==> config.mk <==
export PLATFORM = sky130hd
export DESIGN_NAME = ecc_drbg_top
export DESIGN_NICKNAME = d
export VERILOG_FILES = /design/src/common/drbg_pkg.sv /design/src/design/apb_host_port.sv /design/src/design/ecc_drbg_top.sv /design/src/design/operand_ram.sv /design/src/design/ram_arbiter.sv /design/src/drbg/drbg_core.sv /design/src/drbg/drbg_sequencer.sv
export SDC_FILE = /design/constraint.sdc
export NUM_CORES = 1
export LEC_CHECK = 0
export BUFFER_PORTS_ARGS = -buffer_cell sky130_fd_sc_hd__buf_4
export CAP_MARGIN = 10
export CORE_MARGIN = 4
export CORE_UTILIZATION = 30
export CTS_BUF_LIST = sky130_fd_sc_hd__clkbuf_8
export DETAILED_ROUTE_END_ITERATION = 10
export PLACE_DENSITY = 0.42
export SETUP_SLACK_MARGIN = 0.2
export SLEW_MARGIN = 10
export SYNTH_ARGS = -nofsm -noshare
export SYNTH_HDL_FRONTEND = slang
export SYNTH_SLANG_ARGS = --single-unit
==> constraint.sdc <==
create_clock -name clk -period 9.5 [get_ports clk]
set_input_delay 1.9 -clock clk [delete_from_list [all_inputs] [get_ports clk]]
set_output_delay 1.9 -clock clk [all_outputs]
set_load 0.03 [all_outputs]
==> src/common/drbg_pkg.sv <==
package drbg_pkg;

    // ------------------------------------------------------------------------
    // widths
    // ------------------------------------------------------------------------
    localparam int data_w     = 32;
    localparam int addr_w     = 6;
    // apb word index, byte address without the two low bits
    localparam int word_w     = addr_w - 2;
    localparam int ram_addr_w = 3;
    // mixer rounds applied to each candidate
    localparam int mix_rounds = 4;

    // register word map
    localparam logic [word_w-1:0] reg_ctrl        = 4'd0;
    localparam logic [word_w-1:0] reg_status      = 4'd1;
    localparam logic [word_w-1:0] reg_seed        = 4'd2;
    localparam logic [word_w-1:0] reg_iv          = 4'd3;
    localparam logic [word_w-1:0] reg_privkey     = 4'd4;
    localparam logic [word_w-1:0] reg_hashed_msg  = 4'd5;
    localparam logic [word_w-1:0] reg_lambda      = 4'd6;
    localparam logic [word_w-1:0] reg_scalar_rnd  = 4'd7;
    localparam logic [word_w-1:0] reg_masking_rnd = 4'd8;
    localparam logic [word_w-1:0] reg_nonce       = 4'd9;

    // operand ram slots, word 2 lands in slot 0
    localparam logic [ram_addr_w-1:0] slot_seed        = 3'd0;
    localparam logic [ram_addr_w-1:0] slot_iv          = 3'd1;
    localparam logic [ram_addr_w-1:0] slot_privkey     = 3'd2;
    localparam logic [ram_addr_w-1:0] slot_hashed_msg  = 3'd3;
    localparam logic [ram_addr_w-1:0] slot_lambda      = 3'd4;
    localparam logic [ram_addr_w-1:0] slot_scalar_rnd  = 3'd5;
    localparam logic [ram_addr_w-1:0] slot_masking_rnd = 3'd6;
    localparam logic [ram_addr_w-1:0] slot_nonce       = 3'd7;

    // ------------------------------------------------------------------------
    // bus structs
    // ------------------------------------------------------------------------
    typedef struct packed {
        logic              psel;
        logic              penable;
        logic              pwrite;
        logic [addr_w-1:0] paddr;
        logic [data_w-1:0] pwdata;
    } apb_req_t;

    typedef struct packed {
        logic [data_w-1:0] prdata;
        logic              pready;
        logic              pslverr;
    } apb_rsp_t;

    typedef struct packed {
        logic                  valid;
        logic                  write;
        logic [ram_addr_w-1:0] addr;
        logic [data_w-1:0]     wdata;
    } ram_req_t;

    // grant in the request cycle, rvalid one cycle after a granted read
    typedef struct packed {
        logic              grant;
        logic              rvalid;
        logic [data_w-1:0] rdata;
    } ram_rsp_t;

    typedef enum logic [1:0] {
        CMD_NONE,
        CMD_INIT,
        CMD_NEXT
    } drbg_cmd_e;

    typedef enum logic [3:0] {
        IDLE,
        FETCH,
        LAMBDA,
        SCALAR_RND,
        RND_DONE,
        MASKING_RND,
        KEYGEN,
        SIGN,
        STORE,
        DONE
    } seq_state_e;

endpackage

==> src/design/apb_host_port.sv <==
`timescale 1ns/1ps

module apb_host_port (
    input  logic               clk,
    input  logic               reset_n,
    input  drbg_pkg::apb_req_t apb_req,
    output drbg_pkg::apb_rsp_t apb_rsp,
    output drbg_pkg::ram_req_t ram_req,
    input  drbg_pkg::ram_rsp_t ram_rsp,
    output logic               start,
    output logic               keygen_sign,
    input  logic               seq_ready,
    input  logic               seq_done
);
    import drbg_pkg::*;

    logic [word_w-1:0] word;
    logic              access;
    logic              is_reg;
    logic              is_oper;
    logic              is_result;
    logic              err;
    logic              ram_go;
    // read granted, waiting on rvalid
    logic              wait_rsp;
    // ram access finishes this cycle
    logic              fin;
    logic              busy;
    logic              done_bit;
    logic [data_w-1:0] rdata_q;
    logic [data_w-1:0] reg_rdata;

    // ------------------------------------------------------------------------
    // address decode and error rules
    // ------------------------------------------------------------------------
    assign word      = apb_req.paddr[addr_w-1:2];
    assign access    = apb_req.psel && apb_req.penable;
    assign is_reg    = (word <= reg_status);
    assign is_oper   = (word >= reg_seed) && (word <= reg_hashed_msg);
    assign is_result = (word >= reg_lambda) && (word <= reg_nonce);

    // results and status are read only, operands locked while a run is busy
    assign err = (word > reg_nonce)
              || (apb_req.pwrite && (word == reg_status || is_result))
              || (apb_req.pwrite && is_oper && !seq_ready);

    assign busy   = wait_rsp || fin;
    assign ram_go = access && (is_oper || is_result) && !err && !busy;

    // held by the apb access phase until the arbiter grants
    always_comb
    begin
        ram_req.valid = ram_go;
        ram_req.write = apb_req.pwrite;
        ram_req.addr  = ram_addr_w'(word - reg_seed);
        ram_req.wdata = apb_req.pwdata;
    end

    always_comb
    begin
        reg_rdata = '0;
        if (word == reg_ctrl)
            reg_rdata[1] = keygen_sign;
        else if (word == reg_status)
            reg_rdata[1:0] = {done_bit, seq_ready};
    end

    // register and error accesses end in the first access cycle
    assign apb_rsp.pready  = access && (fin || (!busy && (is_reg || err)));
    assign apb_rsp.pslverr = access && !busy && err;
    assign apb_rsp.prdata  = fin ? rdata_q : reg_rdata;

    // ------------------------------------------------------------------------
    // handshake and control registers
    // ------------------------------------------------------------------------
    always_ff @(posedge clk or negedge reset_n)
    begin
        if (!reset_n)
        begin
            wait_rsp    <= 1'b0;
            fin         <= 1'b0;
            start       <= 1'b0;
            keygen_sign <= 1'b0;
            done_bit    <= 1'b0;
        end
        else
        begin
            start <= 1'b0;
            fin   <= 1'b0;
            if (ram_go && ram_rsp.grant)
            begin
                // a write is done once granted, a read waits for its data
                if (apb_req.pwrite)
                    fin <= 1'b1;
                else
                    wait_rsp <= 1'b1;
            end
            if (wait_rsp && ram_rsp.rvalid)
            begin
                wait_rsp <= 1'b0;
                fin      <= 1'b1;
            end
            if (access && !busy && apb_req.pwrite && word == reg_ctrl)
            begin
                start       <= apb_req.pwdata[0];
                keygen_sign <= apb_req.pwdata[1];
                if (apb_req.pwdata[0])
                    done_bit <= 1'b0;
            end
            // sticky until the next start
            if (seq_done)
                done_bit <= 1'b1;
        end
    end

    always_ff @(posedge clk)
    begin
        if (wait_rsp && ram_rsp.rvalid)
            rdata_q <= ram_rsp.rdata;
    end

endmodule

==> src/design/ecc_drbg_top.sv <==
`timescale 1ns/1ps

module ecc_drbg_top #(
    parameter logic [drbg_pkg::data_w-1:0] GROUP_ORDER = 32'hFFFFFFC5
) (
    input  logic               clk,
    input  logic               reset_n,
    input  drbg_pkg::apb_req_t apb_req,
    output drbg_pkg::apb_rsp_t apb_rsp
);
    import drbg_pkg::*;

    // two requesters share the operand ram
    ram_req_t          host_ram_req;
    ram_rsp_t          host_ram_rsp;
    ram_req_t          seq_ram_req;
    ram_rsp_t          seq_ram_rsp;
    ram_req_t          ram_req;
    logic [data_w-1:0] ram_rdata;
    logic              ram_rvalid;
    logic              seq_start;
    logic              seq_keygen_sign;
    logic              seq_ready;
    logic              seq_done;

    apb_host_port u_host (
        .clk        (clk),
        .reset_n    (reset_n),
        .apb_req    (apb_req),
        .apb_rsp    (apb_rsp),
        .ram_req    (host_ram_req),
        .ram_rsp    (host_ram_rsp),
        .start      (seq_start),
        .keygen_sign(seq_keygen_sign),
        .seq_ready  (seq_ready),
        .seq_done   (seq_done)
    );

    ram_arbiter u_arb (
        .clk       (clk),
        .reset_n   (reset_n),
        .host_req  (host_ram_req),
        .host_rsp  (host_ram_rsp),
        .seq_req   (seq_ram_req),
        .seq_rsp   (seq_ram_rsp),
        .ram_req   (ram_req),
        .ram_rdata (ram_rdata),
        .ram_rvalid(ram_rvalid)
    );

    operand_ram u_ram (
        .clk    (clk),
        .reset_n(reset_n),
        .req    (ram_req),
        .rdata  (ram_rdata),
        .rvalid (ram_rvalid)
    );

    drbg_sequencer #(
        .GROUP_ORDER(GROUP_ORDER)
    ) u_seq (
        .clk        (clk),
        .reset_n    (reset_n),
        .start      (seq_start),
        .keygen_sign(seq_keygen_sign),
        .ready      (seq_ready),
        .done       (seq_done),
        .ram_req    (seq_ram_req),
        .ram_rsp    (seq_ram_rsp)
    );

endmodule

==> src/design/operand_ram.sv <==
`timescale 1ns/1ps

module operand_ram (
    input  logic                        clk,
    input  logic                        reset_n,
    input  drbg_pkg::ram_req_t          req,
    output logic [drbg_pkg::data_w-1:0] rdata,
    output logic                        rvalid
);
    import drbg_pkg::*;

    // four operand words followed by four result words
    logic [data_w-1:0] mem [2**ram_addr_w];

    always_ff @(posedge clk or negedge reset_n)
    begin
        if (!reset_n)
        begin
            for (int i = 0; i < 2**ram_addr_w; i++)
                mem[i] <= '0;
            rdata  <= '0;
            rvalid <= 1'b0;
        end
        else
        begin
            // read data shows up one cycle after the request
            rvalid <= req.valid && !req.write;
            if (req.valid && !req.write)
                rdata <= mem[req.addr];
            if (req.valid && req.write)
                mem[req.addr] <= req.wdata;
        end
    end

endmodule

==> src/design/ram_arbiter.sv <==
`timescale 1ns/1ps

module ram_arbiter (
    input  logic                        clk,
    input  logic                        reset_n,
    input  drbg_pkg::ram_req_t          host_req,
    output drbg_pkg::ram_rsp_t          host_rsp,
    input  drbg_pkg::ram_req_t          seq_req,
    output drbg_pkg::ram_rsp_t          seq_rsp,
    output drbg_pkg::ram_req_t          ram_req,
    input  logic [drbg_pkg::data_w-1:0] ram_rdata,
    input  logic                        ram_rvalid
);

    // last winner was the host port, so the sequencer goes first on contention
    logic host_last;
    logic grant_host;
    logic grant_seq;
    // owner of the read that is in flight
    logic rd_host;

    // ------------------------------------------------------------------------
    // round robin choice
    // ------------------------------------------------------------------------
    assign grant_seq  = seq_req.valid && (!host_req.valid || host_last);
    assign grant_host = host_req.valid && !grant_seq;

    always_comb
    begin
        ram_req       = grant_host ? host_req : seq_req;
        ram_req.valid = grant_host || grant_seq;
    end

    // read data only goes back to the requester that owns the read
    always_comb
    begin
        host_rsp.grant  = grant_host;
        host_rsp.rvalid = ram_rvalid && rd_host;
        host_rsp.rdata  = rd_host ? ram_rdata : '0;
        seq_rsp.grant   = grant_seq;
        seq_rsp.rvalid  = ram_rvalid && !rd_host;
        seq_rsp.rdata   = rd_host ? '0 : ram_rdata;
    end

    always_ff @(posedge clk or negedge reset_n)
    begin
        if (!reset_n)
        begin
            host_last <= 1'b1;
            rd_host   <= 1'b0;
        end
        else
        begin
            if (grant_host || grant_seq)
                host_last <= grant_host;
            // note who gets the rvalid next cycle
            if (ram_req.valid && !ram_req.write)
                rd_host <= grant_host;
        end
    end

endmodule

==> src/drbg/drbg_core.sv <==
`timescale 1ns/1ps

module drbg_core #(
    parameter logic [drbg_pkg::data_w-1:0] GROUP_ORDER = 32'hFFFFFFC5
) (
    input  logic                        clk,
    input  logic                        reset_n,
    input  drbg_pkg::drbg_cmd_e         cmd,
    input  logic [drbg_pkg::data_w-1:0] seed,
    output logic                        ready,
    output logic                        valid,
    output logic [drbg_pkg::data_w-1:0] value
);
    import drbg_pkg::*;

    localparam int rnd_w = $clog2(mix_rounds);

    // key, counter and running mixer state
    logic [data_w-1:0] key;
    logic [data_w-1:0] ctr;
    logic [data_w-1:0] x;
    logic [data_w-1:0] x_mix;
    logic [rnd_w-1:0]  rnd;
    logic              busy;
    logic              last_round;
    logic              accept;

    // one round, rotate left by 7 xor the keyed sum
    function automatic logic [data_w-1:0] mix_round(
        input logic [data_w-1:0] v,
        input logic [data_w-1:0] k
    );
        return {v[data_w-8:0], v[data_w-1:data_w-7]} ^ (v + k);
    endfunction

    assign x_mix      = mix_round(x, key);
    assign last_round = (rnd == rnd_w'(mix_rounds - 1));
    // candidate must lie in [1, GROUP_ORDER)
    assign accept     = (x_mix != '0) && (x_mix < GROUP_ORDER);
    assign ready      = !busy;
    assign value      = x;

    // ------------------------------------------------------------------------
    // command and round sequencing
    // ------------------------------------------------------------------------
    always_ff @(posedge clk or negedge reset_n)
    begin
        if (!reset_n)
        begin
            key   <= '0;
            ctr   <= '0;
            x     <= '0;
            rnd   <= '0;
            busy  <= 1'b0;
            valid <= 1'b0;
        end
        else if (ready && cmd != CMD_NONE)
        begin
            // valid drops on every new command
            busy  <= 1'b1;
            valid <= 1'b0;
            rnd   <= '0;
            if (cmd == CMD_INIT)
            begin
                key <= seed;
                ctr <= '0;
                // counter is zero so the start value is the seed itself
                x   <= seed;
            end
            else
            begin
                ctr <= ctr + 1'b1;
                x   <= key ^ (ctr + 1'b1);
            end
        end
        else if (busy)
        begin
            x   <= x_mix;
            rnd <= last_round ? '0 : rnd + 1'b1;
            // rejected candidates just run another block of rounds
            if (last_round && accept)
            begin
                busy  <= 1'b0;
                valid <= 1'b1;
            end
        end
    end

endmodule

==> src/drbg/drbg_sequencer.sv <==
`timescale 1ns/1ps

module drbg_sequencer #(
    parameter logic [drbg_pkg::data_w-1:0] GROUP_ORDER = 32'hFFFFFFC5
) (
    input  logic               clk,
    input  logic               reset_n,
    input  logic               start,
    input  logic               keygen_sign,
    output logic               ready,
    output logic               done,
    output drbg_pkg::ram_req_t ram_req,
    input  drbg_pkg::ram_rsp_t ram_rsp
);
    import drbg_pkg::*;

    seq_state_e            state;
    seq_state_e            state_next;
    seq_state_e            state_last;
    // generate state whose value is being stored
    seq_state_e            step;
    logic                  mode_q;
    logic                  first_round;
    logic [1:0]            fetch_idx;
    logic                  rd_pending;
    logic [ram_addr_w-1:0] fetch_slot;
    logic [ram_addr_w-1:0] store_slot;
    logic [data_w-1:0]     iv_q;
    logic [data_w-1:0]     seed_q;
    logic [data_w-1:0]     privkey_q;
    logic [data_w-1:0]     hashed_q;
    drbg_cmd_e             core_cmd;
    logic [data_w-1:0]     core_seed;
    logic [data_w-1:0]     core_value;
    logic                  core_ready;
    logic                  core_valid;
    logic                  valid_last;
    logic                  valid_edge;

    drbg_core #(
        .GROUP_ORDER(GROUP_ORDER)
    ) u_core (
        .clk    (clk),
        .reset_n(reset_n),
        .cmd    (core_cmd),
        .seed   (core_seed),
        .ready  (core_ready),
        .valid  (core_valid),
        .value  (core_value)
    );

    // ------------------------------------------------------------------------
    // core command and seed
    // ------------------------------------------------------------------------
    assign first_round = (state != state_last);
    assign valid_edge  = core_valid && !valid_last;

    always_comb
    begin
        core_cmd  = CMD_NONE;
        core_seed = '0;
        case (state)
            LAMBDA, SCALAR_RND, MASKING_RND: core_seed = iv_q;
            KEYGEN:                          core_seed = seed_q;
            SIGN:                            core_seed = privkey_q ^ hashed_q;
            default:                         core_seed = '0;
        endcase
        // one command on entry to each generate state
        if (first_round)
        begin
            case (state)
                LAMBDA, KEYGEN, SIGN:    core_cmd = CMD_INIT;
                SCALAR_RND, MASKING_RND: core_cmd = CMD_NEXT;
                default:                 core_cmd = CMD_NONE;
            endcase
        end
    end

    // ------------------------------------------------------------------------
    // ram traffic
    // ------------------------------------------------------------------------
    always_comb
    begin
        case (fetch_idx)
            2'd0:    fetch_slot = slot_iv;
            2'd1:    fetch_slot = slot_seed;
            2'd2:    fetch_slot = slot_privkey;
            default: fetch_slot = slot_hashed_msg;
        endcase
        case (step)
            LAMBDA:      store_slot = slot_lambda;
            SCALAR_RND:  store_slot = slot_scalar_rnd;
            MASKING_RND: store_slot = slot_masking_rnd;
            default:     store_slot = slot_nonce;
        endcase
    end

    always_comb
    begin
        ram_req = '0;
        if (state == FETCH && !rd_pending)
        begin
            ram_req.valid = 1'b1;
            ram_req.addr  = fetch_slot;
        end
        else if (state == STORE)
        begin
            // core holds its value until the next command
            ram_req.valid = 1'b1;
            ram_req.write = 1'b1;
            ram_req.addr  = store_slot;
            ram_req.wdata = core_value;
        end
    end

    // ------------------------------------------------------------------------
    // state machine
    // ------------------------------------------------------------------------
    always_comb
    begin
        state_next = state;
        case (state)
            IDLE:
                if (start && core_ready)
                    state_next = FETCH;
            FETCH:
                if (rd_pending && ram_rsp.rvalid && fetch_idx == 2'd3)
                    state_next = LAMBDA;
            LAMBDA, SCALAR_RND, MASKING_RND, KEYGEN, SIGN:
                if (valid_edge)
                    state_next = STORE;
            RND_DONE:
                state_next = mode_q ? MASKING_RND : KEYGEN;
            STORE:
                if (ram_rsp.grant)
                begin
                    case (step)
                        LAMBDA:      state_next = SCALAR_RND;
                        SCALAR_RND:  state_next = RND_DONE;
                        MASKING_RND: state_next = SIGN;
                        default:     state_next = DONE;
                    endcase
                end
            default:
                state_next = IDLE;
        endcase
    end

    always_ff @(posedge clk or negedge reset_n)
    begin
        if (!reset_n)
        begin
            state      <= IDLE;
            state_last <= IDLE;
            step       <= IDLE;
            valid_last <= 1'b0;
            mode_q     <= 1'b0;
            fetch_idx  <= '0;
            rd_pending <= 1'b0;
        end
        else
        begin
            state      <= state_next;
            state_last <= state;
            valid_last <= core_valid;
            if (state == IDLE && state_next == FETCH)
                mode_q <= keygen_sign;
            if (valid_edge)
                step <= state;
            if (state == FETCH)
            begin
                if (!rd_pending && ram_rsp.grant)
                    rd_pending <= 1'b1;
                // index wraps back to zero after the last operand
                if (rd_pending && ram_rsp.rvalid)
                begin
                    rd_pending <= 1'b0;
                    fetch_idx  <= fetch_idx + 1'b1;
                end
            end
        end
    end

    // operand copies for the whole run
    always_ff @(posedge clk)
    begin
        if (state == FETCH && rd_pending && ram_rsp.rvalid)
        begin
            case (fetch_idx)
                2'd0:    iv_q      <= ram_rsp.rdata;
                2'd1:    seed_q    <= ram_rsp.rdata;
                2'd2:    privkey_q <= ram_rsp.rdata;
                default: hashed_q  <= ram_rsp.rdata;
            endcase
        end
    end

    assign ready = (state == IDLE);
    assign done  = (state == DONE);

endmodule

==> run metrics, run 1 <==
Die Footprint 0.0993 mm^2; Post-DP Area 0.0300 mm^2; area grow syn2layout 13.3%; chip height 315 um; Worst Skew 61.9 ps; TritonRoute pass-1 iters 5; setup bufs post-CTS 0; Hold Path Stages 2; post-route minimum period 5550 ps; via count 22.0k; routed len/inst 22.0 um; beginning of the worst register-to-register path u_seq.state[1]; # resized after CTS 0; first-pass GRT wire length 144000 um; Core ar. 0.0935 mm^2; Hold Path Class reg -> reg; io pins 77; fillers 9677; WHS Endpoint u_ram.mem[136]; Net count, final 3098; final cell count without fillers 4356; Worst Tran Pin Value 1200 ps; Worst Setup End Kind flip-flop; outcome completed; synth warn 0; Hold Violations, Final 0; Vias/cell 5.04; Synth async-reset ratio 72.1%; Reg area 0.0151 mm^2; pin count of the biggest net entering global routing 152; register area share after synthesis 53.5%; PD cells 184 mW/mm^2; area occupied by multi-input gates 0.0123 mm^2; Placer Congestion 0.838; Root Driver clkbuf_8; synthesis-stage register bit count 573; Synth cell types 79; min-delay src u_ram.mem[136]; commonest cells after routing, fill and taps aside a21oi_1 (470), dfrtp_1 (410), nand2_1 (392), nor2_1 (375), edfxtp_1 (160); period utilisation layout 58.4%; ANT nets after route 0; clock transition at the registers of the reported paths 60 ps; Placed Instances 4164; fmax 180 MHz; FF-to-FF path depth 12; starting density of the core 30.3%; maxcap violations 0; TNS Setup 0 ps; Port Buffers 74; worst-path fanout max 38; vias in the first global route 22.0k; ys flop type dfrtp_1; FP Rows 112; FF-to-FF End u_ram.rdata[7]; drc violations 0; TritonCTS Buffers 103; Post-synth EDFFs 160; Post-Route WL 95700 um; clock tree sinks 573; H-tree depth 3; Post-Layout Inst Area 0.0321 mm^2; Final Slew Violations 0; crit path DAT 6140 ps; die extent in x 315 um; hold_buf cts 0; setup violators final 0; CTS Buffer Depth 3; synthesized netlist cell count 2985; Setup crit start kind input pin; commonest non-fill, non-tap cell in the layout a21oi_1; leakage 0.0133 uW; post-DP HPWL 65000 um; Slew HR 19.8%; FF-to-FF setup slack 4320 ps; clock latency reported for the late side of the worst-skew pair 770 ps; share of post-route cells with drive strength above 1 10.0%; Initial DRC Count 1400; Syn Nets 3068; GRT Total Usage 19.3%; worst vdd ir 0.000104 V; crit path kind in -> reg; Mapped Area 0.0283 mm^2; GR Overflow Total 0; CTS tree built; syn_area_per_cell 9.48 um^2; RSZ-0062 raised after global routing false; Crit path required time 10090 ps; initial antenna violation count 15
[how the worst max path moves through the flow]
stage	start	end	slack, ps	cells past startpoint
finish	apb_req[36]	u_ram.rdata[7]	3950	15
global route	apb_req[36]	u_ram.rdata[7]	3650	15
CTS	apb_req[36]	u_ram.rdata[7]	3790	15
detailed placement	apb_req[36]	u_ram.rdata[7]	2980	15
global placement	apb_req[36]	u_ram.rdata[7]	2980	15
floorplan	apb_req[36]	apb_rsp[1]	4200	11
[layer usage]
layer	GRT usage, %	vias to the layer above	share of wire [%]	wire [um]
li1	-	10516	-	-
met1	25.1	10803	44	41800
met2	33.4	498	50	47600
met3	2.68	148	4.0	3810
met4	5.52	2	2.7	2540
met5	0	-	0.014	13
[power by group]
part	switching (uW)	internal, uW
Combinational	401	235
Clock	1090	1180
Sequential	231	2760
Total	1720	4180
[logic make-up (layout without fill, tap and decap cells)]
kind of cell               after synthesis  in the layout  synth area share (%)
adders and majority gates               40             40                  1.80
xor gates and xnor gates               151            151                  4.74
DFF                                    573            573                  53.5
AOI/OAI and AO/OA                      844            844                  16.7
other                                    0              3                     0
buffers and inverters                  213            327                  3.24
and+or+nand+nor                       1091           1091                  17.3
muxes                                   73             73                  2.67
[worst max-delay path, cell delays in order]
cell and delay (ps):
buf_4 120, inv_1 60, ha_1 160, nor2b_1 140
o311a_1 300, o21ai_2 240, nand4_1 130, buf_4 300
mux2_2 320, buf_4 290, nand2b_1 810, buf_4 450
a21oi_1 70, nor4_1 710, o21ai_1 100
[through the flow]
step	util [%]	total power, uW	setup slack (ps)	hold WS, ps
6_report	34.3	5900	3950	477
5_1_grt	34.3	6190	3650	507
4_1_cts	34.3	6010	3790	483
3_5_place_dp	32.1	3700	2980	470
3_3_place_gp	32.1	3680	2980	461
2_1_floorplan	-	3290	4200	374
[state kept, by name (all words and copies together) (netlist names), 32 cells and up]
name	count
u_ram.mem	256
u_seq.hashed_q	32
u_seq.privkey_q	32
u_seq.u_core.key	32
u_seq.seed_q	32
u_seq.iv_q	32
u_seq.u_core.ctr	32
u_host.rdata_q	32
u_ram.rdata	32
u_seq.u_core.value	32
[synthesized netlist by cell type, types with 27 or more instances]
cell	n	share of area (%)
a211oi_1	39	1.0
dfrtp_1	412	36
buf_2	57	1.0
and3_1	48	1.1
ha_1	39	1.7
clkbuf_1	118	1.6
xor2_1	32	0.99
mux2i_1	62	2.2
edfxtp_1	160	17
nand2_1	394	5.2
nor2b_1	38	0.84
o22ai_1	27	0.60
o21ai_0	149	2.6
o21ai_1	47	0.83
nor2_1	377	5.0
nor3_1	29	0.51
a21oi_1	470	8.3
xnor2_1	118	3.7
and2_1	80	1.8
nand3_1	31	0.55
[final cells by class]
cell class	instances	area share [%]
clock buffers	123	5.28
multi-input cells	2199	38.4
repair buffers	117	2.84
clock inverters	66	1.03
diodes	3	0.0234
inverters	21	0.246
flip-flops and latches	573	47.2
well taps	1254	4.89
Power figures use the tool's default switching activity.
==> run 2, diff against run 1 <==
--- a/config.mk
+++ b/config.mk
@@ -5,13 +5,14 @@
 export SDC_FILE = /design/constraint.sdc
 export NUM_CORES = 1
 export LEC_CHECK = 0
+export ABC_AREA = 1
 export BUFFER_PORTS_ARGS = -buffer_cell sky130_fd_sc_hd__buf_4
 export CAP_MARGIN = 10
 export CORE_MARGIN = 4
 export CORE_UTILIZATION = 30
 export CTS_BUF_LIST = sky130_fd_sc_hd__clkbuf_8
 export DETAILED_ROUTE_END_ITERATION = 10
-export PLACE_DENSITY = 0.42
+export PLACE_DENSITY = 0.44
 export SETUP_SLACK_MARGIN = 0.2
 export SLEW_MARGIN = 10
 export SYNTH_ARGS = -nofsm -noshare
==> constraint.sdc (replaced) <==
create_clock -name clk -period 4.9 [get_ports clk]
set_input_delay 0.98 -clock clk [delete_from_list [all_inputs] [get_ports clk]]
set_output_delay 0.98 -clock clk [all_outputs]
set_load 0.03 [all_outputs]
==> run 2 against run 1 <==
Via count up 13%; power up 59%; highest routed layer is now met4; critical path depth down 2.
==> run metrics, run 2 <==
period utilisation layout 71.3%; initial antenna violation count 2; Worst Setup End Kind flip-flop; GR peak layer met2; RSZ-0062 raised after global routing false; TNS Setup 0 ps; routed len/inst 20.0 um; Placer Congestion 0.876; most common cell in the netlist nand2_1; synth warn 0; Port Buffers 74; Mapped Area 0.0298 mm^2; grt met3 use 3.38%; max reg flops 256; most frequent cells after synthesis nand2_1 (1336), dfrtp_1 (412), inv_1 (405); maxcap violations 0; worst path buffer plus inverter count 2; worst-path fanout max 36; crit path kind reg -> reg; # resized after CTS 0; Die Footprint 0.104 mm^2; clock tree sinks 573; Syn Nets 3864; synthesized netlist cell count 3781; Core ar. 0.0984 mm^2; pin count of the biggest net entering global routing 98; synthesis-stage register bit count 573; GRT Total Usage 20.1%; first-pass GRT wire length 157000 um; worst vdd ir 0.000167 V; Initial DRC Count 1793; Placed Instances 5026; top cells by area, synth dfrtp_1 (35%), nand2_1 (17%), edfxtp_1 (16%); fmax 286 MHz; Synth cell types 55; Setup WS pre-CTS 902 ps; chip height 323 um; outcome completed; met1 Resource Use GR 27.1%; CTS tree built; vias in the first global route 24.3k; Post-Route Utilization 34.4%; Yosys top cell area share 34.6%; combinational share of power 1.4%; biggest area consumer among synthesized cells dfrtp_1; Root Driver clkbuf_8; GR Overflow Total 0; Flop pwr share 52.1%; syn_area_per_cell 7.88 um^2; Hold Path Class in -> async; H-tree depth 3; Post-synth EDFFs 160; FP Rows 115; share of post-route cells with drive strength above 1 8.17%; post-DP HPWL 70500 um; CTS Buffer Depth 3; area occupied by multi-input gates 0.0124 mm^2; Setup crit start kind flip-flop; slowest CP cell dfrtp_1; ANT nets after route 0; max incr delay on CP 510 ps; Final Slew Violations 0; register area share after synthesis 50.8%; internal power 7200 uW; Synth async-reset ratio 72.1%; post-route minimum period 3490 ps; crit path DAT 4090 ps; CP top delay family simple AND/OR/NAND/NOR gates; met2 global-route usage 32.8%; Critical Path, Cell by Cell nor2_2 -> nand2_1 -> inv_1 -> nor3_2 -> nor2_2 -> nand3_4 -> nand2_4 -> nand2_8 -> nor2_1 -> nand3_2 -> buf_4 -> nand2_1 -> o21ai_0; area grow syn2layout 13.8%; setup violators final 0; Post-Route WL 105000 um; clock transition at the registers of the reported paths 70 ps; Vias/cell 4.76; Hold Violations, Final 0; clock power share 46.5%; Crit path required time 5500 ps; TritonCTS Buffers 104; via count 24.8k; leakage 0.0160 uW; clock latency reported for the late side of the worst-skew pair 750 ps; ys flop type dfrtp_1; final cell count without fillers 5215; PD cells 277 mW/mm^2; commonest non-fill, non-tap cell in the layout nand2_1; Worst Skew 35.1 ps; switching share of power 23.3%; setup bufs post-CTS 0; Biggest register u_ram.mem; die extent in x 323 um; drc violations 0; Slew HR 32.0%; Worst Tran Pin Value 1020 ps; TritonRoute pass-1 iters 5; Reg area 0.0151 mm^2; io pins 77; P_sw 2190 uW; commonest cells after routing, fill and taps aside nand2_1 (1332), inv_1 (439), dfrtp_1 (411), o21ai_0 (305), nor2_1 (224); hold_buf cts 0; Final WS setup 1410 ps; fillers 10.6k; Net count, final 3928; starting density of the core 30.3%
run 2: cell types whose count changed in the layout (fill, tap and decap cells not counted), sizes merged, moves of 90 or more:
| cell | previous run | this run |
|---|---|---|
| nand2 | 394 | 1344 |
| xnor2 | 119 | 29 |
| a21oi | 473 | 147 |
| nor2 | 380 | 236 |
| nand3 | 31 | 215 |
| o21ai | 199 | 340 |
| inv | 59 | 448 |
run 2: power by group through the flow:
stage	Sequential (uW)	Clock, uW	Combinational (uW)
after global placement	4980	0	139
after global routing	4890	4740	151
after floorplan	4990	0	13.6
after detailed placement	4980	0	138
final	4900	4370	131
after CTS	4890	4520	139
run 2: final timing paths:
kind | from | endpoint | slack [ps] | cells after the start
setup reg to reg | u_seq.state[0] | u_ram.mem[44] | 1410 | 13
min in group clk | u_seq.u_core.valid | u_seq.valid_last | 360 | 0
setup / recovery | u_seq.state[0] | u_ram.mem[44] | 1410 | 13
max in group asynchronous | reset_n | u_ram.mem[160] | 3650 | 2
hold / removal | reset_n | u_seq.u_core.value[30] | 170 | 1
hold reg to reg | u_seq.u_core.valid | u_seq.valid_last | 360 | 0
run 2: cell families after synthesis:
family                   Yosys count  share of synthesized area, %
AO/OA/AOI/OAI                    587                          10.8
adder cells (fa/ha/maj)           40                          1.70
flip-flops                       573                          50.8
XOR/XNOR                         118                          3.47
AND/OR/NAND/NOR                 1871                          25.4
buffers and inverters            591                          7.74
multiplexers                       1                        0.0378
run 2: metrics by stage:
| step | hold WS (ps) | power [uW] | cell area, um^2 |
|---|---|---|---|
| floorplan | 349 | 5000 | 29800 |
| global placement | 358 | 5120 | 31900 |
| detailed placement | 360 | 5120 | 31900 |
| CTS | 129 | 9550 | 33900 |
| global route | 166 | 9780 | 33900 |
| finish | 173 | 9390 | 33900 |
run 2: final cells by class:
| class | count | area share, % |
|---|---|---|
| repair buffers | 132 | 3.46 |
| flip-flops and latches | 573 | 44.7 |
| multi-input cells | 2617 | 36.7 |
| well taps | 1287 | 4.75 |
| clock inverters | 68 | 0.967 |
| clock buffers | 120 | 4.87 |
| inverters | 417 | 4.62 |
| diodes | 1 | 0.00738 |
run 2: metal layers:
layer	share of wire [%]	wire length, um
met1	46	47900
met2	46	48100
met3	4.6	4790
met4	3.5	3690
met5	0	0
